**src/source/occupancy_threshold_cfg.svh**
```systemverilog
//////////////////////////////////////////////////////////////////////
// build-time configuration of the occupancy threshold detector
// capacity must be above 32, threshold from 1 up to the capacity
// and the initial occupancy from 0 up to the capacity
//////////////////////////////////////////////////////////////////////

`ifndef OCCUPANCY_THRESHOLD_CFG_SVH
`define OCCUPANCY_THRESHOLD_CFG_SVH

// largest number of words the tracked FIFO can hold
`define OCC_CAPACITY 1024

// threshold_reached is high while the occupancy is at or above this value
`define OCC_THRESHOLD 300

// occupancy right after reset
`define OCC_INITIAL 0

// minimum number of high count bits in one tessellation stage
// smaller stages mean more wrap registers, larger ones mean longer carry logic
`define OCC_MIN_TESS_SIZE 4

`endif

```
**src/source/occupancy_threshold_pkg.sv**
```systemverilog
//////////////////////////////////////////////////////////////////////
// count-part types and reset values for the tessellated counter
// all values follow from the macros of the configuration header
//////////////////////////////////////////////////////////////////////

`include "occupancy_threshold_cfg.svh"

package occupancy_threshold_pkg;

    // bits 5 and up of the count, the lower five live in lo and mid
    localparam int HI_BITS = $clog2(`OCC_CAPACITY) - 5;

    // stage count before and after clipping, stage 8 is already 10 edges late
    localparam int TESS_RAW = (HI_BITS + `OCC_MIN_TESS_SIZE - 1) / `OCC_MIN_TESS_SIZE;
    localparam int TESS_STAGES = (TESS_RAW > 9) ? 9 : TESS_RAW;

    typedef logic [1:0] occ_lo_t;
    typedef logic [2:0] occ_mid_t;
    typedef logic [HI_BITS-1:0] occ_hi_t;
    typedef logic [$clog2(`OCC_CAPACITY + 1)-1:0] occupancy_t;

    // the counter tracks the distance to the threshold, so the reset value
    // is the point that many increments to the left of the target column
    localparam longint OCC_TO_THRESH = `OCC_THRESHOLD - `OCC_INITIAL;
    localparam logic [63:0] LO_BASE = 64'(2 - OCC_TO_THRESH);
    localparam logic [63:0] MID_BASE = 64'(5 + OCC_TO_THRESH);
    localparam logic [63:0] HI_BASE = 64'(13 + OCC_TO_THRESH);

    localparam occ_lo_t LO_RESET = LO_BASE[1:0];
    localparam occ_mid_t MID_RESET = MID_BASE[4:2];
    localparam occ_hi_t HI_RESET = HI_BASE[HI_BITS+4:5];

    // count_at_target as it would be computed from the reset values
    localparam logic AT_TARGET_RESET = (MID_RESET[1:0] == 2'd1) &&
                                       ({HI_RESET, MID_RESET[2]} == '0);

    localparam logic REACHED_RESET = (`OCC_INITIAL >= `OCC_THRESHOLD);

endpackage

```
**src/source/occupancy_hi_counter.sv**
```systemverilog
//////////////////////////////////////////////////////////////////////
// bits 5 and up of the occupancy, reversed and split into stages
// each stage trails the one below it by one more edge and the zero
// detect adds one or two edges, so upper_zeros is up to 12 edges late
//////////////////////////////////////////////////////////////////////

`timescale 1ns/10ps

module occupancy_hi_counter (
    input  logic                               clock,
    input  logic                               aclrn,
    input  occupancy_threshold_pkg::occ_mid_t  mid,
    input  logic                               mid_wrap,
    output logic                               upper_zeros
);

    import occupancy_threshold_pkg::*;

    // the zero detect covers the high bits plus bit two of mid, padded up
    // to whole groups of six so that every group fits one lookup table
    localparam int ZD_BITS = HI_BITS + 1;
    localparam int ZD_GROUPS = (ZD_BITS + 5) / 6;
    localparam int ZD_PAD = 6 * ZD_GROUPS;
    localparam logic [ZD_PAD-1:0] ZD_RESET = ZD_PAD'({HI_RESET, MID_RESET[2]});

    // all stage slices put together
    occ_hi_t hi;

    // index n is the wrap strobe and the low bit of the stage below stage n
    // and index 0 comes from the middle counter
    logic [TESS_STAGES-1:0] wrap;
    logic [TESS_STAGES-1:0] odd;

    logic [ZD_PAD-1:0] zd_bits;

    assign wrap[0] = mid_wrap;
    assign odd[0] = mid[0];

    //////////////////////////////////////////////////////////////////////
    // tessellated stages
    //////////////////////////////////////////////////////////////////////

    for (genvar g = 0; g < TESS_STAGES; g++) begin : gen_stage
        // bounds of this slice, the bits are spread as evenly as possible
        localparam int LSB = g * HI_BITS / TESS_STAGES;
        localparam int MSB_EX = (g + 1) * HI_BITS / TESS_STAGES;
        localparam int W = MSB_EX - LSB;

        logic [W-1:0] slice;

        // an odd value below means that stage just went down through zero
        always_ff @(posedge clock or negedge aclrn) begin
            if (!aclrn) begin
                slice <= HI_RESET[MSB_EX-1:LSB];
            end else if (wrap[g]) begin
                if (odd[g]) begin
                    slice <= slice - W'(1);
                end else begin
                    slice <= slice + W'(1);
                end
            end
        end

        assign hi[MSB_EX-1:LSB] = slice;

        // the top stage has nobody above it to carry into
        if (g < TESS_STAGES - 1) begin : gen_carry
            logic slice_wrap;

            // registered from the next-state condition, so the strobe is
            // high in the same cycle the slice shows its wrapped value
            always_ff @(posedge clock or negedge aclrn) begin
                if (!aclrn) begin
                    slice_wrap <= 1'b0;
                end else begin
                    slice_wrap <= wrap[g] & (odd[g] ? (slice == '0) : (slice == '1));
                end
            end

            assign wrap[g+1] = slice_wrap;
            assign odd[g+1] = slice[0];
        end
    end

    //////////////////////////////////////////////////////////////////////
    // zero detect over the high bits and bit two of mid
    //////////////////////////////////////////////////////////////////////

    assign zd_bits = ZD_PAD'({hi, mid[2]});

    if (ZD_GROUPS == 1) begin : gen_zd_one
        always_ff @(posedge clock or negedge aclrn) begin
            if (!aclrn) begin
                upper_zeros <= (ZD_RESET == '0);
            end else begin
                upper_zeros <= (zd_bits == '0);
            end
        end
    end else begin : gen_zd_two
        // first stage tests each group of six, second stage merges them
        logic [ZD_GROUPS-1:0] group_zero;

        always_ff @(posedge clock or negedge aclrn) begin
            if (!aclrn) begin
                for (int i = 0; i < ZD_GROUPS; i++) begin
                    group_zero[i] <= (ZD_RESET[6*i +: 6] == '0);
                end
                upper_zeros <= (ZD_RESET == '0);
            end else begin
                for (int i = 0; i < ZD_GROUPS; i++) begin
                    group_zero[i] <= (zd_bits[6*i +: 6] == '0);
                end
                upper_zeros <= &group_zero;
            end
        end
    end

endmodule

```
**src/source/occupancy_lo_counter.sv**
```systemverilog
//////////////////////////////////////////////////////////////////////
// exact low two bits of the occupancy count
// incr and decr together cancel, the user keeps the count in range
//////////////////////////////////////////////////////////////////////

`timescale 1ns/10ps

module occupancy_lo_counter (
    input  logic                              clock,
    input  logic                              aclrn,
    input  logic                              incr,
    input  logic                              decr,
    output occupancy_threshold_pkg::occ_lo_t  lo,
    output logic                              lo_wrap
);

    import occupancy_threshold_pkg::*;

    // net direction of this cycle, both strobes together are no change
    logic step_up;
    logic step_down;

    assign step_up = incr & ~decr;
    assign step_down = ~incr & decr;

    //////////////////////////////////////////////////////////////////////
    // low count and wrap strobe
    //////////////////////////////////////////////////////////////////////

    always_ff @(posedge clock or negedge aclrn) begin
        if (!aclrn) begin
            lo <= LO_RESET;
            lo_wrap <= 1'b0;
        end else begin
            // bit 0 toggles whenever exactly one strobe is present
            lo[0] <= lo[0] ^ incr ^ decr;
            // bit 1 takes the carry going up and the borrow going down
            lo[1] <= lo[1] ^ (step_up & lo[0]) ^ (step_down & ~lo[0]);

            // the wrap is taken from the next-state condition so that the
            // registered strobe is high in the cycle lo shows the wrapped value
            lo_wrap <= (step_up & (lo == 2'd3)) | (step_down & (lo == 2'd0));
        end
    end

endmodule

```
**src/source/occupancy_mid_counter.sv**
```systemverilog
//////////////////////////////////////////////////////////////////////
// bits 4:2 of the occupancy, kept in reversed sense
// the value trails the real count by one edge
//////////////////////////////////////////////////////////////////////

`timescale 1ns/10ps

module occupancy_mid_counter (
    input  logic                               clock,
    input  logic                               aclrn,
    input  occupancy_threshold_pkg::occ_lo_t   lo,
    input  logic                               lo_wrap,
    output occupancy_threshold_pkg::occ_mid_t  mid,
    output logic                               mid_wrap
);

    import occupancy_threshold_pkg::*;

    // while lo_wrap is high lo already holds its wrapped value
    // an odd lo means it went from 0 down to 3, so the occupancy dropped
    // and the reversed middle count has to step up
    logic step_up;
    logic step_down;

    assign step_up = lo_wrap & lo[0];
    assign step_down = lo_wrap & ~lo[0];

    //////////////////////////////////////////////////////////////////////
    // middle count and wrap strobe
    //////////////////////////////////////////////////////////////////////

    always_ff @(posedge clock or negedge aclrn) begin
        if (!aclrn) begin
            mid <= MID_RESET;
            mid_wrap <= 1'b0;
        end else begin
            if (step_up) begin
                mid <= mid + 3'd1;
            end else if (step_down) begin
                mid <= mid - 3'd1;
            end

            // the carry into the high bits sits between 5 and 6 because of
            // the offset of 5 in the reset value
            // like lo_wrap it is registered from the next-state condition
            mid_wrap <= (step_up & (mid == 3'd5)) | (step_down & (mid == 3'd6));
        end
    end

endmodule

```
**src/source/occupancy_threshold.sv**
```systemverilog
//////////////////////////////////////////////////////////////////////
// occupancy threshold detector with one edge from strobe to output
// never incr at capacity and never decr at zero
//////////////////////////////////////////////////////////////////////

`timescale 1ns/10ps

module occupancy_threshold (
    input  logic clock,
    input  logic aclrn,
    input  logic incr,
    input  logic decr,
    output logic threshold_reached
);

    import occupancy_threshold_pkg::*;

    // the three parts of the tessellated count and their carries
    occ_lo_t  lo;
    logic     lo_wrap;
    occ_mid_t mid;
    logic     mid_wrap;
    logic     upper_zeros;

    occupancy_lo_counter occupancy_lo_counter_i (
        .clock   (clock),
        .aclrn   (aclrn),
        .incr    (incr),
        .decr    (decr),
        .lo      (lo),
        .lo_wrap (lo_wrap)
    );

    occupancy_mid_counter occupancy_mid_counter_i (
        .clock    (clock),
        .aclrn    (aclrn),
        .lo       (lo),
        .lo_wrap  (lo_wrap),
        .mid      (mid),
        .mid_wrap (mid_wrap)
    );

    occupancy_hi_counter occupancy_hi_counter_i (
        .clock       (clock),
        .aclrn       (aclrn),
        .mid         (mid),
        .mid_wrap    (mid_wrap),
        .upper_zeros (upper_zeros)
    );

    threshold_crossing threshold_crossing_i (
        .clock             (clock),
        .aclrn             (aclrn),
        .incr              (incr),
        .decr              (decr),
        .lo                (lo),
        .lo_wrap           (lo_wrap),
        .mid               (mid),
        .upper_zeros       (upper_zeros),
        .threshold_reached (threshold_reached)
    );

endmodule

```
**src/source/threshold_crossing.sv**
```systemverilog
//////////////////////////////////////////////////////////////////////
// decides when threshold_reached may change and registers it
// a change is only allowed one step below or at the threshold
//////////////////////////////////////////////////////////////////////

`timescale 1ns/10ps

module threshold_crossing (
    input  logic                               clock,
    input  logic                               aclrn,
    input  logic                               incr,
    input  logic                               decr,
    input  occupancy_threshold_pkg::occ_lo_t   lo,
    input  logic                               lo_wrap,
    input  occupancy_threshold_pkg::occ_mid_t  mid,
    input  logic                               upper_zeros,
    output logic                               threshold_reached
);

    import occupancy_threshold_pkg::*;

    // high when everything above bit 1 sits at the target column
    logic count_at_target;

    // mid[1:0] as it will be after this edge
    // the target is 1, reached from 0 on a reversed step up or from 2 on a
    // reversed step down
    logic mid_next_at_one;

    assign mid_next_at_one = !lo_wrap ? (mid[1:0] == 2'd1) :
                             lo[0]    ? (mid[1:0] == 2'd0) :
                                        (mid[1:0] == 2'd2);

    //////////////////////////////////////////////////////////////////////
    // target test and output register
    //////////////////////////////////////////////////////////////////////

    always_ff @(posedge clock or negedge aclrn) begin
        if (!aclrn) begin
            count_at_target <= AT_TARGET_RESET;
        end else begin
            count_at_target <= mid_next_at_one & upper_zeros;
        end
    end

    // lo is exact, so lo of 1 is one below the threshold and lo of 2 is the
    // threshold itself once count_at_target confirms the upper bits
    always_ff @(posedge clock or negedge aclrn) begin
        if (!aclrn) begin
            threshold_reached <= REACHED_RESET;
        end else begin
            if (incr && !decr && (lo == 2'd1) && count_at_target) begin
                threshold_reached <= 1'b1;
            end
            if (!incr && decr && (lo == 2'd2) && count_at_target) begin
                threshold_reached <= 1'b0;
            end
        end
    end

endmodule

```
**config.mk**
```make
export PLATFORM = sky130hd
export DESIGN_NAME = occupancy_threshold
export DESIGN_NICKNAME = d
export VERILOG_FILES = /design/src/source/occupancy_threshold_pkg.sv /design/src/source/occupancy_hi_counter.sv /design/src/source/occupancy_lo_counter.sv /design/src/source/occupancy_mid_counter.sv /design/src/source/occupancy_threshold.sv /design/src/source/threshold_crossing.sv
export VERILOG_INCLUDE_DIRS = /design/src /design/src/source
export SDC_FILE = /design/constraint.sdc
export NUM_CORES = 1
export LEC_CHECK = 0
export ABC_AREA = 0
export BUFFER_PORTS_ARGS = -buffer_cell sky130_fd_sc_hd__buf_2
export CELL_PAD_IN_SITES_DETAIL_PLACEMENT = 0
export CELL_PAD_IN_SITES_GLOBAL_PLACEMENT = 1
export CORE_UTILIZATION = 30
export CTS_CLUSTER_SIZE = 30
export DETAILED_ROUTE_END_ITERATION = 8
export GPL_TIMING_DRIVEN = 0
export PLACE_DENSITY_LB_ADDON = 0.1
export SLEW_MARGIN = 10
export SYNTH_ARGS = -nofsm -noshare
export SYNTH_HDL_FRONTEND = slang
export SYNTH_SLANG_ARGS = --single-unit
```
**constraint.sdc**
```tcl
create_clock -name clock -period 1.4 [get_ports clock]
set_input_delay 0.14 -clock clock [delete_from_list [all_inputs] [get_ports clock]]
set_output_delay 0.14 -clock clock [all_outputs]
set_load 0.05 [all_outputs]
```
==> metrics.md, run 1 <==
| Metric | Value |
|---|---|
| Share of cells above drive strength 1 | around 36% |
| WL per Instance | roughly 12 um |
| Area leader, netlist | dfrtp_1 |
| Unrepaired setup endpoints after global routing | yes |
| Fill cell count | 244 |
| Crit-path max cell delay | 0.54 ns |
| Worst path slowest cell | dfstp_2 |
| Top post-synthesis cells by area | dfrtp_1, dfstp_2, xnor2_1, fa_1, xor2_1 |
| Core area | approximately 0.0025 sq mm |
| Drt pass-1 iters | 4 |
| Startpoint Class | flop |
| Total vias in the final route | approximately 490 |
| Dominant synthesized flop cell | dfrtp_1 |
| Violated checks | negative setup slack |
| DRC | 0 |
| YS warnings | 0 |
| Logic pwr share | a little over two fifths |
| CP cell instances | buf_6 -> inv_2 -> fa_2 -> xnor2_2 -> nand2_1 -> xnor2_1 |
| Cell area after layout | slightly above 900 sq um |
| CTS root buf | clkbuf_4 |
| Synth Net Count | 74 |
| Clock power frac | between 10% and 20% |
| CP arrival | around 1.6 ns |
| FFs w/ async S/R, synth | 100% |
| Avg Vias per Cell | ~4.5 |
| Avg Cell Area, Syn | ~11 sq um |
| Max cap viols | 0 |
| Maximum vdd drop | a little under 0.0008 V |
| Net Switching | 0.665 mW |
| Crit Path Max Fanout | 2 |
| Gr ovfl total | 0 |
| Diodes inserted | 0 |
| Distinct cell type count after synthesis | 27 |
| Placer Congestion | between 0.6 and 0.7 |
| Achievable frequency | between 600 and 700 MHz |
| Fin nets | between 80 and 90 |
| Syn Inst Count | about 70 |
| Max-slew violations | 0 |
| P&R area growth vs syn | 20.4% |
| Die Span Y | around 53 um |
| Pwr Density | about 2100 mW/mm^2 |
| Min Tclk post-route | 1.45 ns |
| Flops & latches, synth | 16 |
| CTS tree | done |
| Initial antenna violation count | 0 |
| Largest net degree at the start of global routing | 17 |
| Final setup margin | -0.0475 ns |
| Clock Sinks | 16 |
| GRT Resource Usage Total | a little under an eighth |
| Register area share after synthesis | a little over half |
| Deepest clock path buffer count | 2 |
| Min Hold Slack | 0.0946 ns |
| Worst-skew pair later-pin latency | 0.29 ns |
| Sw Ratio | approximately 34% |
| Final setup violation count | 1 |
| Initial DRC Count | 6 |
| Final worst-path cycle share | 103% |
| Final Hold Fails | 0 |
| Post-DP HPWL | ~900 um |
| Status | finished, violations left |
| P_leak | roughly 0.4 nW |
| Num ports | 5 |
| CP Capture Type | flop |
| Hold path cells | 2 |
| Util after Layout | a little under two fifths |
| Clock-pin slew on the worst setup and hold paths | approximately 0.1 ns |
| Final Skew | 0.00791 ns |
| Worst R2R Path Depth | 6 |
| Slew @ Worst Pin | 0.365 ns |
| Int Pwr | 1.29 mW |
| Flop pwr share | between 40% and 50% |
| Post-Layout Cell Count | 110 |
| Chip Width | between 50 and 60 um |
| Setup CP Type | flop to flop |
| Slew Limit Headroom | 75.7% |
| Num CTS Buffers | 3 |
| Vias in the first global route | 469 |
| Top cells by count, synth | dfrtp_1, xnor2_1, nand2_1 |
| TNS Setup | -0.0475 ns |
| Overall power | just under 2 mW |
| Die area | approximately 0.0028 sq mm |
| Post-synth EDFFs | 0 |
| H-Tree Depth | 1 |
| Most common cell in the netlist | dfrtp_1 |
| Req. time, crit path | roughly 1.6 ns |
| Dpl cells | around 100 |
| Port Buffers | 4 |
| FP Rows | 18 |
| Final wirelength | roughly 1.3 mm |
| Place WS | -0.103 ns |
| Dpl cell area | roughly 840 sq um |
| Top-area cell type share of the netlist area | about two fifths |
| Mapped Area | around 770 sq um |
| Final ANT Viol Nets | 0 |
| Class of the worst hold path | input port to flop |
| Initial core utilization | 31.5% |
| First-pass GRT wire length | 2.26 mm |
-- logic make-up after synthesis --
family / Yosys count / share of synthesized area (%)
mux: 1 / 1.46
xor+xnor: 13 / 14.7
buf+inv: 7 / 4.21
flops: 16 / 52.4
fa+ha+maj: 2 / 5.18
compound gates: 9 / 7.93
simple gates: 20 / 14.1
-- flip-flops by register name, indices dropped and copies added (netlist names) --
signal,cells
threshold_crossing_i.threshold_reached,1
occupancy_hi_counter_i.gen_stage.slice,5
occupancy_lo_counter_i.lo_wrap,1
occupancy_hi_counter_i.gen_stage.gen_carry.slice_wrap,1
threshold_crossing_i.count_at_target,1
occupancy_mid_counter_i.mid,3
occupancy_mid_counter_i.mid_wrap,1
occupancy_lo_counter_i.lo,2
occupancy_hi_counter_i.upper_zeros,1
-- cell usage in the layout (no fill, tap or decap), types with 2 or more instances in the layout --
cell,n
nor3b_1,2
dfrtp_1,10
a21oi_1,2
buf_2,5
nor2_1,3
xnor2_1,8
clkbuf_4,3
buf_6,2
buf_4,3
xor2_1,4
inv_1,3
dfstp_2,4
dfrtp_2,2
fa_2,2
nand2_1,7
-- what timing repair did --
action                                  in CTS  in global routing
hold endpoints to repair                    12                  0
hold buffers                                 1                  0
buffers inserted                             2                  1
resized for setup                            2                  6
endpoints found under the setup margin       3                  3
pin swaps                                    1                  3
-- area by class of cell --
cell class	count	area (sq um)	area share, %
inverters	4	15.0	1.61
plain buffers	3	27.5	2.96
flip-flops and latches	16	408	43.8
well taps	30	37.5	4.03
multi-input cells	45	354	38.0
clock buffers	4	36.3	3.90
repair buffers	8	52.6	5.65
-- worst paths after layout --
kind                       slack [ns]                                            to                                    startpoint
max in group asynchronous        0.80                  occupancy_lo_counter_i.lo[1]                                         aclrn
max                             -0.05  occupancy_hi_counter_i.gen_stage[1].slice[2]  occupancy_hi_counter_i.gen_stage[0].slice[0]
min                              0.09                  occupancy_lo_counter_i.lo[0]                                          decr
min in group asynchronous        0.28  occupancy_hi_counter_i.gen_stage[0].slice[1]                                         aclrn
max reg2reg                     -0.05  occupancy_hi_counter_i.gen_stage[1].slice[2]  occupancy_hi_counter_i.gen_stage[0].slice[0]
min reg2reg                      0.46            occupancy_hi_counter_i.upper_zeros  occupancy_hi_counter_i.gen_stage[1].slice[2]
-- power groups by stage --
stage	combinational [mW]	clock, mW	sequential [mW]
2_1_floorplan	0.596	0	0.795
3_3_place_gp	0.694	0	0.832
3_5_place_dp	0.708	0	0.831
4_1_cts	0.773	0.318	0.825
5_1_grt	0.940	0.344	0.858
6_report	0.827	0.302	0.829
-- worst max-delay path, delay by kind of cell, from the launching register on --
| family | cells | cell delay (ns) |
|---|---|---|
| adders and majority gates | 1 | 0.34 |
| and+or+nand+nor | 1 | 0.07 |
| DFF | 1 | 0.54 |
| xor gates and xnor gates | 2 | 0.25 |
| buffers and inverters | 2 | 0.13 |
-- metal layers --
layer / global-route usage [%] / up-vias / part of all wire (%)
met1: 16.6 / 240 / 53
met2: 15.4 / 6 / 41
met5: 0 / - / 0
met3: 6.09 / 2 / 4.0
met4: 3.95 / 0 / 1.2
li1: - / 246 / -
Note: power is estimated with default switching activity, not from simulation.
==> run 2, diff against run 1 <==
--- a/config.mk
+++ b/config.mk
@@ -15,6 +15,7 @@
 export DETAILED_ROUTE_END_ITERATION = 8
 export GPL_TIMING_DRIVEN = 0
 export PLACE_DENSITY_LB_ADDON = 0.1
+export RECOVER_POWER = 100
 export SLEW_MARGIN = 10
 export SYNTH_ARGS = -nofsm -noshare
 export SYNTH_HDL_FRONTEND = slang
==> run 2 against run 1 <==
  * The flow still finishes with violations (negative setup slack)
  * Clock skew is essentially flat
  * Core utilization shrank 0.51 points
  * Via count fell by 0.40%
  * Maximum frequency down 0.25%
  * Sequential share of layout area increased by 0.60 points
  * Critical path type unchanged
==> metrics.md, run 2 (synthesis gave the netlist of run 1 again) <==
| Metric | Value |
|---|---|
| Drt pass-1 iters | 4 |
| Dpl cell area | between 800 and 900 sq um |
| Clock Sinks | 16 |
| Placer Congestion | approximately 0.67 |
| Largest net degree at the start of global routing | 17 |
| Core area | around 0.0025 sq mm |
| GRT Resource Usage Total | approximately an eighth |
| CTS root buf | clkbuf_4 |
| Port Buffers | 4 |
| Final setup violation count | 1 |
| Min Tclk post-route | about 1.5 ns |
| Final wirelength | ~1.3 mm |
| Worst r2r dst | occupancy_hi_counter_i.gen_stage[1].slice[2] |
| Post-DP HPWL | ~900 um |
| Setup CP Type | flop to flop |
| Class of the worst hold path | input port to flop |
| Unrepaired setup endpoints after global routing | yes |
| Place WS | -0.103 ns |
| Cell area after layout | 918 sq um |
| Biggest register | occupancy_hi_counter_i.gen_stage.slice |
| Max-slew violations | 0 |
| Logic pwr share | about two fifths |
| Die Span Y | between 50 and 60 um |
| First-pass GRT wire length | between 2 and 2.5 mm |
| Pwr Density | about 2100 mW/mm^2 |
| Initial antenna violation count | 0 |
| Diodes inserted | 0 |
| P&R area growth vs syn | 18.8% |
| Hold Path End | occupancy_lo_counter_i.lo[0] |
| FP Rows | 18 |
| Fill cell count | around 250 |
| FF-to-FF Start | occupancy_hi_counter_i.gen_stage[0].slice[0] |
| CP arrival | 1.62 ns |
| Slew @ Worst Pin | around 0.87 ns |
| Startpoint Class | flop |
| Multi-input logic area | about 350 sq um |
| Chip Width | 52.8 um |
| H-Tree Depth | 1 |
| Die area | about 0.0028 sq mm |
| Biggest regs | occupancy_hi_counter_i.gen_stage.slice x5, occupancy_mid_counter_i.mid x3, occupancy_lo_counter_i.lo x2 |
| Number of flip-flops under the largest register name | 5 |
| Violated checks | negative setup slack |
| Gr ovfl total | 0 |
| Num ports | 5 |
| Fin nets | 87 |
| Worst R2R Path Depth | 6 |
| Final setup margin | -0.0511 ns |
| Achievable frequency | ~690 MHz |
| Vias in the first global route | between 400 and 500 |
| DRC | 0 |
| Final Hold Fails | 0 |
| Hold Startpoint | decr |
| P_leak | roughly 0.39 nW |
| Req. time, crit path | around 1.6 ns |
| Max cap viols | 0 |
| Net Switching | 0.663 mW |
| Sw Ratio | between 30% and 40% |
| Final ANT Viol Nets | 0 |
| Maximum vdd drop | between 0.0007 and 0.0008 V |
| Share of cells above drive strength 1 | 32.5% |
| Avg Vias per Cell | 4.47 |
| Hold path cells | 2 |
| Clock power frac | 15.7% |
| Commonest non-fill, non-tap cell in the layout | dfrtp_1 |
| CTS tree | done |
| Sequential cell area | 408 sq um |
| CP Capture Type | flop |
| R2R setup slack | -0.05 ns |
| Crit-path max cell delay | around 0.54 ns |
| Final Skew | 0.00787 ns |
| Deepest clock path buffer count | 2 |
| Num CTS Buffers | 3 |
| Initial DRC Count | 6 |
| Most frequent cells in the layout | dfrtp_1, xnor2_1, nand2_1 |
| Initial core utilization | 31.5% |
| Clock-pin slew on the worst setup and hold paths | 0.10 ns |
| Final worst-path cycle share | 104% |
| Status | finished, violations left |
| Slew Limit Headroom | 41.9% |
| CP cell instances | buf_6 -> inv_2 -> fa_2 -> xnor2_2 -> nand2_1 -> xnor2_1 |
| Total vias in the final route | approximately 490 |
| Flop pwr share | about 43% |
| Worst path slowest cell | dfstp_2 |
| Crit Path Max Fanout | 2 |
| Int Pwr | between 1 and 1.5 mW |
| Worst-skew pair later-pin latency | 0.29 ns |
| Util after Layout | between 30% and 40% |
| WL per Instance | between 10 and 15 um |
==> run 2: cell types whose count changed in the layout (fill, tap and decap cells not counted), sizes merged <==
cell	change
clkbuf	+5
buf	-5
==> run 2: how the worst max path moves through the flow <==
stage | startpoint | to | slack, ns
after global routing | occupancy_hi_counter_i.gen_stage[0].slice[0] | occupancy_hi_counter_i.gen_stage[1].slice[2] | -0.12
after floorplan | occupancy_hi_counter_i.gen_stage[0].slice[0] | occupancy_hi_counter_i.gen_stage[1].slice[2] | -0.04
after detailed placement | occupancy_hi_counter_i.gen_stage[0].slice[0] | occupancy_hi_counter_i.gen_stage[1].slice[2] | -0.10
final | occupancy_hi_counter_i.gen_stage[0].slice[0] | occupancy_hi_counter_i.gen_stage[1].slice[2] | -0.05
after CTS | occupancy_hi_counter_i.gen_stage[0].slice[0] | occupancy_hi_counter_i.gen_stage[1].slice[2] | -0.06
after global placement | occupancy_hi_counter_i.gen_stage[0].slice[0] | occupancy_hi_counter_i.gen_stage[1].slice[2] | -0.10
==> run 2: cell type report <==
class,count,share of cell area (%)
multi-input combinational,45,38.6
tap,30,4.09
timing repair buffer,8,5.31
clock buffer,4,3.95
sequential,16,44.4
inverter,4,1.63
buffer,3,2.04
==> run 2: repair_timing <==
item	CTS	global route
resized for setup	2	6
setup buffers	2	1
pin swaps	1	3
endpoints found under the setup margin	3	3
hold endpoints to repair	12	0
hold buffers	1	0
==> run 2: critical path, delay by kind of cell (launching register included) <==
family / cells / cell delay (ns)
XOR/XNOR: 2 / 0.25
buffers and inverters: 2 / 0.13
AND/OR/NAND/NOR: 1 / 0.08
adder cells (fa/ha/maj): 1 / 0.34
flip-flops: 1 / 0.54
==> run 2: through the flow <==
step | power (mW) | hold slack (ns) | setup TNS [ns] | cells
floorplan | 1.39 | -0.156 | -0.0428 | 68
global placement | 1.53 | 0.0763 | -0.145 | 102
detailed placement | 1.54 | 0.0803 | -0.153 | 102
CTS | 1.92 | 0.0843 | -0.0798 | 109
global route | 2.10 | 0.0912 | -0.244 | 110
finish | 1.92 | 0.0946 | -0.0511 | 110
==> run 2: routing by layer <==
layer / track usage, % / wire length [um]
met1: 16.6 / 683
met2: 15.4 / 526
met3: 6.09 / 51
met4: 3.95 / 15
met5: 0 / 0
==> run 2: power groups by stage <==
stage	logic [mW]	registers (mW)	clock network (mW)
after floorplan	0.596	0.795	0
after global placement	0.694	0.832	0
after detailed placement	0.708	0.831	0
after CTS	0.773	0.825	0.318
after global routing	0.906	0.855	0.344
final	0.794	0.825	0.302
==> run 3, diff against run 2 <==
==> constraint.sdc (replaced) <==
create_clock -name clock -period 1.9 [get_ports clock]
set_input_delay 0.19 -clock clock [delete_from_list [all_inputs] [get_ports clock]]
set_output_delay 0.19 -clock clock [all_outputs]
set_load 0.05 [all_outputs]
==> run 3 against run 2 <==
  * The flow now finishes without violations
  * Register-to-register slack better by 0.34 ns
  * Worst setup slack improved by 0.34 ns
  * Routed wire length up 2.1%
  * Highest routed layer unchanged
==> metrics.md, run 3 (synthesis gave the netlist of run 1 again) <==
| Metric | Value |
|---|---|
| Total vias in the final route | between 400 and 500 |
| Crit Path Max Fanout | 7 |
| Final ANT Viol Nets | 0 |
| Post-Layout Cell Count | 107 |
| Slew @ Worst Pin | approximately 0.9 ns |
| CP arrival | 1.80 ns |
| Biggest regs | occupancy_hi_counter_i.gen_stage.slice x5, occupancy_mid_counter_i.mid x3, occupancy_lo_counter_i.lo x2 |
| Number of flip-flops under the largest register name | 5 |
| Maximum vdd drop | around 0.00059 V |
| Die area | approximately 0.0028 sq mm |
| Final worst-path cycle share | between 80% and 90% |
| CTS tree | done |
| Final wirelength | roughly 1.3 mm |
| Setup CP Type | flop to flop |
| CTS resizes | 0 |
| First-pass GRT wire length | roughly 2.2 mm |
| Most frequent cells in the layout | dfrtp_1, xnor2_1, nand2_1 |
| Worst-skew pair later-pin latency | ~0.29 ns |
| Biggest register | occupancy_hi_counter_i.gen_stage.slice |
| Die Span Y | roughly 53 um |
| P&R area growth vs syn | 12.3% |
| Initial core utilization | 31.5% |
| WL per Instance | between 10 and 15 um |
| Final Hold Fails | 0 |
| Class of the worst hold path | input port to flop |
| FP Rows | 18 |
| Initial antenna violation count | 0 |
| Slew Limit Headroom | roughly 40% |
| Sequential cell area | around 410 sq um |
| Unrepaired setup endpoints after global routing | no |
| Fin nets | between 80 and 90 |
| Fill cell count | 256 |
| Gr ovfl total | 0 |
| Status | completed |
| Final setup violation count | 0 |
| H-Tree Depth | 1 |
| Vias in the first global route | approximately 480 |
| P_leak | 0.367 nW |
| Worst path slowest cell | dfstp_2 |
| CTS root buf | clkbuf_4 |
| Initial DRC Count | 2 |
| Max cap viols | 0 |
| Deepest clock path buffer count | 2 |
| Min Hold Slack | about 0.16 ns |
| Num CTS Buffers | 3 |
| Clock Sinks | 16 |
| Commonest non-fill, non-tap cell in the layout | dfrtp_1 |
| Final Skew | between 0.005 and 0.006 ns |
| Core area | 0.00245 sq mm |
| Diodes inserted | 0 |
| Req. time, crit path | 2.08 ns |
| Clock-pin slew on the worst setup and hold paths | about 0.10 ns |
| DRC | 0 |
| Drt pass-1 iters | 2 |
| Crit-path max cell delay | 0.52 ns |
| Pwr Density | about 1500 mW/mm^2 |
| Max-slew violations | 0 |
| Avg Vias per Cell | ~4.6 |
| Largest net degree at the start of global routing | 17 |
| Dpl cells | a little over 100 |
| Post-DP HPWL | 880 um |
| Min Tclk post-route | about 1.6 ns |
| Startpoint Class | flop |
| Port Buffers | 4 |
| Multi-input logic area | about 330 sq um |
| Chip Width | around 53 um |
| TNS Setup | 0 ns |
| R2R setup slack | approximately 0.29 ns |
| CP cell instances | buf_2 -> inv_1 -> fa_1 -> xnor2_1 -> nand2_1 -> xnor2_1 |
| GRT Resource Usage Total | between 10% and 20% |
| Num ports | 5 |
| Share of cells above drive strength 1 | a little under a fifth |
| Crit-path most repeated cell | xnor2_1 |
| CP Capture Type | flop |
| Achievable frequency | 620 MHz |
| Placer Congestion | 0.627 |
-- run 3: critical path: cells and delay by family, from the launching register on --
family,cells,cell delay (ns)
and+or+nand+nor,1,0.08
buffers and inverters,2,0.26
adders and majority gates,1,0.37
xor gates and xnor gates,2,0.27
DFF,1,0.52
-- run 3: per-layer routing --
layer / GRT usage, % / routed length, um / vias up
met2: 16.2 / 548 / 3
met5: 0 / 0 / -
met1: 15.4 / 704 / 241
met4: 7.89 / 20 / 0
li1: - / - / 241
met3: 2.61 / 29 / 2
-- run 3: area by class of cell --
cell class                      instances  area share, %
Buffer                                  3           1.87
Multi-Input combinational cell         45           38.0
Sequential cell                        16           46.7
Timing Repair Buffer                    5           3.17
Clock buffer                            4           4.18
Inverter                                4           1.73
Tap cell                               30           4.32
-- run 3: path summary, 6_finish.rpt --
path | start | to | cells after the start
max in group asynchronous | aclrn | threshold_crossing_i.threshold_reached | 2
hold / removal | decr | occupancy_lo_counter_i.lo[0] | 2
min in group asynchronous | aclrn | occupancy_mid_counter_i.mid_wrap | 2
setup reg to reg | occupancy_hi_counter_i.gen_stage[0].slice[0] | occupancy_hi_counter_i.gen_stage[1].slice[2] | 6
hold reg to reg | occupancy_hi_counter_i.gen_stage[1].slice[2] | occupancy_hi_counter_i.upper_zeros | 1
setup / recovery | occupancy_hi_counter_i.gen_stage[0].slice[0] | occupancy_hi_counter_i.gen_stage[1].slice[2] | 6
-- run 3: metrics by stage --
step | worst slack (ns) | instance area, sq um | total power, mW | util (%)
finish | 0.288 | 868 | 1.31 | 35.4
global route | 0.188 | 868 | 1.43 | 35.4
CTS | 0.266 | 877 | 1.36 | 35.7
detailed placement | 0.287 | 831 | 1.11 | 33.8
global placement | 0.275 | 831 | 1.11 | 33.8
floorplan | 0.370 | 773 | 1.01 | -
-- run 3: where the power goes --
part	leakage [nW]	total [mW]	switching [mW]	internal [mW]
Sequential	0.194	0.595	0.107	0.487
Clock	0.0210	0.230	0.113	0.117
Combinational	0.152	0.490	0.243	0.247
Total	0.367	1.31	0.464	0.851
-- run 3: what timing repair did --
item                      4_1_cts  5_1_grt
hold endpoints to repair       12        0
hold buffers                    1        0
buffers inserted                0        0
